**config.mk**
```make
export PLATFORM = sky130hd
export DESIGN_NAME = lcd_top
export DESIGN_NICKNAME = d
export VERILOG_FILES = /design/src/logic/lcd_pkg.sv /design/src/logic/lcd_delay_timer.sv /design/src/logic/lcd_init_rom.sv /design/src/logic/lcd_bus_driver.sv /design/src/logic/lcd_ctrl.sv /design/src/logic/lcd_top.sv
export SDC_FILE = /design/constraint.sdc
export NUM_CORES = 1
export LEC_CHECK = 0
export ABC_AREA = 1
export BUFFER_PORTS_ARGS = -buffer_cell sky130_fd_sc_hd__buf_4
export CAP_MARGIN = 20
export CORE_ASPECT_RATIO = 0.5
export CORE_MARGIN = 4
export CORE_UTILIZATION = 30
export DETAILED_ROUTE_END_ITERATION = 7
export PLACE_DENSITY_LB_ADDON = 0.12
export SYNTH_ARGS = -nofsm -noshare
export SYNTH_HDL_FRONTEND = slang
export SYNTH_SLANG_ARGS = --single-unit
```
**constraint.sdc**
```tcl
create_clock -name clk -period 2.3 [get_ports clk]
set_input_delay 0.69 -clock clk [delete_from_list [all_inputs] [get_ports clk]]
set_output_delay 0.69 -clock clk [all_outputs]
set_load 0.02 [all_outputs]
```
**src/logic/lcd_pkg.sv**
```systemverilog
package lcd_pkg;

	// clock cycles per microsecond
	localparam int CLK_PER_US = 25;

	localparam int POWERUP_US = 500;
	localparam int INIT_E_US = 10;
	localparam int WR_SETUP_US = 1;
	localparam int WR_HIGH_US = 13;
	localparam int WR_CYCLE_US = 50;

	typedef logic [6:0] lcd_cfg_t;       // lines, font, on, cursor, blink, inc/dec, shift
	typedef logic [9:0] lcd_word_t;      // rs, rw, data[7:0]
	typedef logic [7:0] lcd_byte_t;
	typedef logic [13:0] timer_count_t;  // delay in clock cycles
	typedef logic [1:0] init_step_t;

	localparam timer_count_t POWERUP_CYC = timer_count_t'(POWERUP_US * CLK_PER_US);
	localparam timer_count_t INIT_E_CYC = timer_count_t'(INIT_E_US * CLK_PER_US);
	localparam timer_count_t WR_SETUP_CYC = timer_count_t'(WR_SETUP_US * CLK_PER_US);
	localparam timer_count_t WR_HIGH_CYC = timer_count_t'(WR_HIGH_US * CLK_PER_US);
	// rest of the write cycle after setup and the high phase
	localparam timer_count_t WR_HOLD_CYC =
		timer_count_t'((WR_CYCLE_US - WR_SETUP_US - WR_HIGH_US) * CLK_PER_US);

	typedef enum logic [2:0] {
		POWER_UP,    // panel power-up delay
		INIT_PULSE,  // e high with init command
		INIT_WAIT,   // post-command wait
		READY,       // idle, accepts lcd_enable
		WR_SETUP,    // word on lines, e low
		WR_HIGH,     // enable pulse
		WR_HOLD      // e low until cycle end
	} ctrl_state_t;

endpackage

```
**src/logic/lcd_delay_timer.sv**
```systemverilog
module lcd_delay_timer (
	input  logic                  clk,
	input  logic                  rst,
	input  logic                  load,
	input  lcd_pkg::timer_count_t len,
	output logic                  expired
);

	lcd_pkg::timer_count_t count;

	// count reaches zero len cycles after load
	always_ff @(posedge clk) begin
		if (rst) begin
			count <= '0;                                        // idle means expired
		end else if (load) begin
			count <= lcd_pkg::timer_count_t'(len - 1'b1);
		end else if (count != '0) begin
			count <= lcd_pkg::timer_count_t'(count - 1'b1);
		end
	end

	assign expired = (count == '0);  // held until next load

endmodule

```
**src/logic/lcd_init_rom.sv**
```systemverilog
module lcd_init_rom (
	input  lcd_pkg::init_step_t   step,
	input  lcd_pkg::lcd_cfg_t     cfg,
	output lcd_pkg::lcd_byte_t    cmd_byte,
	output lcd_pkg::timer_count_t wait_len
);

	// command byte per step, config bits dropped into place
	always_comb begin
		case (step)
			2'd0: cmd_byte = {4'b0011, cfg[6], cfg[5], 2'b00};   // function set
			2'd1: cmd_byte = {5'b00001, cfg[4], cfg[3], cfg[2]}; // display on/off
			2'd2: cmd_byte = 8'b0000_0001;                       // clear
			default: cmd_byte = {6'b000001, cfg[1], cfg[0]};    // entry mode
		endcase
	end

	// wait after each command, clear needs the longest
	always_comb begin
		case (step)
			2'd0: begin
				wait_len = lcd_pkg::timer_count_t'(50 * lcd_pkg::CLK_PER_US);
			end
			2'd1: begin
				wait_len = lcd_pkg::timer_count_t'(50 * lcd_pkg::CLK_PER_US);
			end
			2'd2: begin
				wait_len = lcd_pkg::timer_count_t'(200 * lcd_pkg::CLK_PER_US);
			end
			default: begin
				wait_len = lcd_pkg::timer_count_t'(100 * lcd_pkg::CLK_PER_US);
			end
		endcase
	end

endmodule

```
**src/logic/lcd_bus_driver.sv**
```systemverilog
module lcd_bus_driver (
	input  logic                clk,
	input  logic                rst,
	input  logic                load_init,
	input  logic                load_user,
	input  logic                clear,
	input  lcd_pkg::lcd_byte_t  cmd_byte,
	input  lcd_pkg::lcd_word_t  bus_word,
	output logic                rs,
	output logic                rw,
	output lcd_pkg::lcd_byte_t  lcd_data
);

	// lines hold their value between loads
	always_ff @(posedge clk) begin
		if (rst || clear) begin
			rs       <= 1'b0;
			rw       <= 1'b0;
			lcd_data <= '0;
		end else if (load_init) begin
			rs       <= 1'b0;            // init commands are instruction writes
			rw       <= 1'b0;
			lcd_data <= cmd_byte;
		end else if (load_user) begin
			rs       <= bus_word[9];
			rw       <= bus_word[8];     // passed through, nothing read back
			lcd_data <= bus_word[7:0];
		end
	end

endmodule

```
**src/logic/lcd_ctrl.sv**
```systemverilog
module lcd_ctrl (
	input  logic                  clk,
	input  logic                  rst,
	input  logic                  lcd_enable,
	input  logic                  expired,
	input  lcd_pkg::timer_count_t wait_len,
	output lcd_pkg::init_step_t   step,
	output logic                  timer_load,
	output lcd_pkg::timer_count_t timer_len,
	output logic                  drv_load_init,
	output logic                  drv_load_user,
	output logic                  drv_clear,
	output logic                  e,
	output logic                  busy
);

	lcd_pkg::ctrl_state_t state;
	lcd_pkg::ctrl_state_t state_next;
	logic                 pwr_armed;  // power-up delay loaded

	always_comb begin
		state_next    = state;
		timer_load    = 1'b0;
		timer_len     = lcd_pkg::INIT_E_CYC;
		drv_load_init = 1'b0;
		drv_load_user = 1'b0;
		drv_clear     = 1'b0;
		case (state)
			lcd_pkg::POWER_UP: begin
				if (!pwr_armed) begin
					timer_load = 1'b1;                      // first cycle counts too
					timer_len  = lcd_pkg::timer_count_t'(lcd_pkg::POWERUP_CYC - 1'b1);
				end else if (expired) begin
					state_next    = lcd_pkg::INIT_PULSE;
					timer_load    = 1'b1;
					drv_load_init = 1'b1;
				end
			end
			lcd_pkg::INIT_PULSE: begin
				if (expired) begin
					state_next = lcd_pkg::INIT_WAIT;
					timer_load = 1'b1;
					timer_len  = wait_len;              // rom still on this step
					drv_clear  = 1'b1;
				end
			end
			lcd_pkg::INIT_WAIT: begin
				if (expired && step == '0) begin        // step wrapped after entry mode
					state_next = lcd_pkg::READY;
				end else if (expired) begin
					state_next    = lcd_pkg::INIT_PULSE;
					timer_load    = 1'b1;
					drv_load_init = 1'b1;
				end
			end
			lcd_pkg::READY: begin
				if (lcd_enable) begin
					state_next    = lcd_pkg::WR_SETUP;
					timer_load    = 1'b1;
					timer_len     = lcd_pkg::WR_SETUP_CYC;
					drv_load_user = 1'b1;
				end
			end
			lcd_pkg::WR_SETUP: begin
				if (expired) begin
					state_next = lcd_pkg::WR_HIGH;
					timer_load = 1'b1;
					timer_len  = lcd_pkg::WR_HIGH_CYC;
				end
			end
			lcd_pkg::WR_HIGH: begin
				if (expired) begin
					state_next = lcd_pkg::WR_HOLD;
					timer_load = 1'b1;
					timer_len  = lcd_pkg::WR_HOLD_CYC;
				end
			end
			default: begin                              // WR_HOLD
				if (expired) begin
					state_next = lcd_pkg::READY;
					drv_clear  = 1'b1;
				end
			end
		endcase
	end

	always_ff @(posedge clk) begin
		if (rst) begin
			state     <= lcd_pkg::POWER_UP;
			pwr_armed <= 1'b0;
			step      <= '0;
			e         <= 1'b0;
		end else begin
			state     <= state_next;
			pwr_armed <= 1'b1;
			if (state == lcd_pkg::INIT_PULSE && expired)
				step <= lcd_pkg::init_step_t'(step + 1'b1);  // next command during wait
			e <= (state_next == lcd_pkg::INIT_PULSE) || (state_next == lcd_pkg::WR_HIGH);
		end
	end

	assign busy = (state != lcd_pkg::READY);

endmodule

```
**src/logic/lcd_top.sv**
```systemverilog
module lcd_top (
	input  logic               clk,
	input  logic               rst,
	input  lcd_pkg::lcd_cfg_t  cfg,
	input  logic               lcd_enable,
	input  lcd_pkg::lcd_word_t lcd_bus,
	output logic               e,
	output lcd_pkg::lcd_byte_t lcd_data,
	output logic               rw,
	output logic               rs,
	output logic               busy
);

	logic                  expired;
	logic                  timer_load;
	lcd_pkg::timer_count_t timer_len;
	lcd_pkg::timer_count_t wait_len;
	lcd_pkg::init_step_t   step;
	lcd_pkg::lcd_byte_t    cmd_byte;
	logic                  drv_load_init;
	logic                  drv_load_user;
	logic                  drv_clear;

	lcd_ctrl i_lcd_ctrl (
		.clk           (clk),
		.rst           (rst),
		.lcd_enable    (lcd_enable),
		.expired       (expired),
		.wait_len      (wait_len),
		.step          (step),
		.timer_load    (timer_load),
		.timer_len     (timer_len),
		.drv_load_init (drv_load_init),
		.drv_load_user (drv_load_user),
		.drv_clear     (drv_clear),
		.e             (e),
		.busy          (busy)
	);

	lcd_delay_timer i_lcd_delay_timer (
		.clk     (clk),
		.rst     (rst),
		.load    (timer_load),
		.len     (timer_len),
		.expired (expired)
	);

	lcd_init_rom i_lcd_init_rom (
		.step     (step),
		.cfg      (cfg),
		.cmd_byte (cmd_byte),
		.wait_len (wait_len)
	);

	lcd_bus_driver i_lcd_bus_driver (
		.clk       (clk),
		.rst       (rst),
		.load_init (drv_load_init),
		.load_user (drv_load_user),
		.clear     (drv_clear),
		.cmd_byte  (cmd_byte),
		.bus_word  (lcd_bus),
		.rs        (rs),
		.rw        (rw),
		.lcd_data  (lcd_data)
	);

endmodule

```
==> impl_metrics.csv <==
group,metric,value,unit
timing,max_freq,443.5,MHz
finish,seqCellArea,635.6,µm²
outcome,status,"finished clean",
place,io_buffer_count,31,
routing,routed_wl,6.484,mm
routing,antenna_left,0,
timing,slew_headroom,70.54,%
min_path,whs_path_depth,2,
timing,worst_pin_slew,440.8,ps
die,core_area,0.006256,mm²
routing,dr.pass1.iters,4,
cts,cts.clk_slew.worst_paths,60,ps
die,die_area,0.008110,mm²
timing,slew_violations,0,
place,hpwlAfterDp,4.579,mm
worst_setup_path,worst_path_most_repeated_cell,"buf_4",
global_routing,grt_pass1_wl,9.915,mm
worst_setup_path,reg2reg_depth,13,
worst_setup_path,worst-path-stages,13,
logic_synthesis,yosysSeqAreaShare,31.06,%
global_routing,antenna_found_initial,0,
timing,layout_setup_ws,45.10,ps
finish,layout_common_cells,"79 x nand2_1, 60 x buf_4, 35 x inv_1, 31 x nor2_1, 25 x nand3_1",
cts,clockBufferDepth,2,
global_routing,grt_start_max_net_pins,11,
finish,n_antenna_cell,0,
finish,final_area,0.002890,mm²
logic_synthesis,netlist-cell-type-count,32,
die,fp-row-count,20,
logic_synthesis,syn_area,0.001998,mm²
cts,cts_tree,"yes",
cts,root_buffer,"clkbuf_16",
cts,cts_buffers,5,
timing,setup_viol,0,
worst_setup_path,cpMaxStageDelayCell,"dfxtp_1",
routing,wl_per_cell,13.83,µm
worst_setup_path,cpLargestDelayFamily,"simple AND/OR/NAND/NOR gates",
power,p_per_area,638.6,mW/mm²
die,ioPinCount,32,
routing,vias,2289,
global_routing,grt_usage,15.78,%
finish,drive_gt1_share,34.91,%
finish,utilization,46.20,%
timing,fin_crit,2255,ps
place,place_area,0.002434,mm²
global_routing,grt_pass1_vias,2078,
worst_setup_path,critPathLaunchType,"register",
min_path,hold_class,"reg2reg",
timing,fin_crit_sh,98.04,%
cts,h-tree-depth,2,
power,ir_drop,0.2591,mV
finish,area_growth,44.65,%
worst_setup_path,path_cells,"nor2_1, nand2_1, nor2_4, nand4_1, buf_4, buf_4, nand3_2, and2_4, nand2_2, nor2_8, buf_6, nand3_1, a21oi_1",
finish,finalNonFillerCells,469,
place,pre_cts_ws,7.927,ps
logic_synthesis,postSynthAreaPerCell,6.384,µm²
logic_synthesis,ys_seq_elements,31,
cts,cts_sinks,31,
flow_run,cap_violations,0,
die,start_util,31.94,%
routing,drc_errors,0,
worst_setup_path,required,2500,ps
timing,hold_violations,0,
finish,fin_nets,406,
finish,fill_cells,650,
logic_synthesis,syn_inst,313,
logic_synthesis,syn_nets,339,
place,globalplace.congestion,0.9414,
worst_setup_path,critPathBufInv,3,
finish,multi_input_area,0.001314,mm²
worst_setup_path,critical_path_arrival,2450,ps
cts,clock_latency,280,ps
worst_setup_path,worst-path-max-fanout,10,
global_routing,gr-total-overflow,0,
die,die_w,123.4,µm
power,cellLeakagePower,1.365,nW
timing,clock_skew,4.218,ps
finish,final_common_cell,"nand2_1",
worst_setup_path,critical_path_class,"reg2reg",
timing,hold_slack,469.9,ps
die,die_h,65.71,µm
worst_setup_path,critPathMaxStageDelay,310,ps
cts,cts_hold_buf,0,
logic_synthesis,yosysWarnings,0,
worst_setup_path,worst_setup_path_end_kind,"register",
place,placedCellCount,444,
routing,drt_iter0_drc,138,
routing,vias_per_cell,4.881,
[worst register-to-register path: cells and delay by family (launching register included)]
family          cells  cell delay (ps)
simple gates        9             1200
buf+inv             3              500
flops               1              310
compound gates      1              160
[routing by layer]
layer / track usage, % / wire (µm) / vias to the layer above
met5: 0 / 0 / -
met4: 4.000 / 127 / 0
met3: 4.557 / 335 / 14
met2: 24.07 / 2926 / 78
met1: 21.78 / 3094 / 1046
li1: - / - / 1151
[synth_stat cells]
library cell / n / area share [%]
nand2_2: 5 / 1.6
clkbuf_1: 1 / 0.19
nand3_1: 26 / 6.5
nand2_1: 86 / 16
nand3_2: 3 / 1.5
clkinv_1: 1 / 0.19
o2111ai_1: 1 / 0.44
o211ai_1: 6 / 2.3
or2_2: 1 / 0.31
nor3_1: 1 / 0.25
a21oi_1: 15 / 3.8
nor2_8: 1 / 1.0
o21ai_1: 4 / 1.0
or2_1: 1 / 0.31
nor3b_1: 1 / 0.38
a221o_1: 1 / 0.50
nor2_2: 6 / 1.9
buf_6: 1 / 0.56
o21ai_0: 8 / 2.0
inv_2: 7 / 1.3
nand4_1: 6 / 1.9
o21ai_2: 1 / 0.44
a31oi_1: 7 / 2.2
nor2_1: 38 / 7.1
nor2_4: 2 / 1.1
nand2_4: 1 / 0.56
nand3b_1: 6 / 2.3
ha_1: 6 / 3.8
dfxtp_1: 31 / 31
buf_2: 1 / 0.25
inv_1: 37 / 7.0
and2_1: 1 / 0.31
[registers in the layout, indices dropped and copies added, names as in the netlist]
register,flops
i_lcd_delay_timer.count,14
i_lcd_bus_driver.lcd_data,8
i_lcd_ctrl.state,3
i_lcd_ctrl.step,2
i_lcd_bus_driver.rs,1
i_lcd_bus_driver.rw,1
i_lcd_ctrl.e,1
i_lcd_ctrl.pwr_armed,1
[path summary, 6_finish.rpt]
kind                           startpoint                      endpoint  slack, ps
min          i_lcd_bus_driver.lcd_data[6]  i_lcd_bus_driver.lcd_data[6]        470
max reg2reg   i_lcd_delay_timer.count[13]    i_lcd_delay_timer.count[5]         50
max           i_lcd_delay_timer.count[13]    i_lcd_delay_timer.count[5]         50
min reg2reg  i_lcd_bus_driver.lcd_data[6]  i_lcd_bus_driver.lcd_data[6]        470
[through the flow]
step | total power, W | TNS [ps]
6_report | 0.001846 | 0
3_5_place_dp | 0.0009433 | 0
5_1_grt | 0.001934 | -616.1
3_3_place_gp | 0.0009429 | 0
4_1_cts | 0.001733 | -7.732
2_1_floorplan | 0.0008341 | 0
[report_power, final]
group	internal [W]	switching, W	total, W
Combinational	0.000196	0.000264	0.000461
Sequential	0.000573	0.0000195	0.000592
Clock	0.000538	0.000254	0.000793
Total	0.00131	0.000538	0.00185
[cell type report]
class                   instances  area share, %
clock inverters                 2          1.212
multi-input cells             234          45.45
repair buffers                 63          16.75
well taps                      88          3.810
inverters                      45          5.974
flip-flops and latches         31          21.99
clock buffers                   6          4.805
[timing repair]
action                     4_1_cts  5_1_grt
setup buffers                    1       16
pin swaps                        0       23
setup endpoints to repair        1       11
resized for setup                0       51
[cell families after synthesis]
kind of cell | synth area share [%]
compound gates | 12.59
fa+ha+maj | 3.757
buf+inv | 9.455
flops | 31.06
simple gates | 43.14
(Power assumes the default switching activity.)
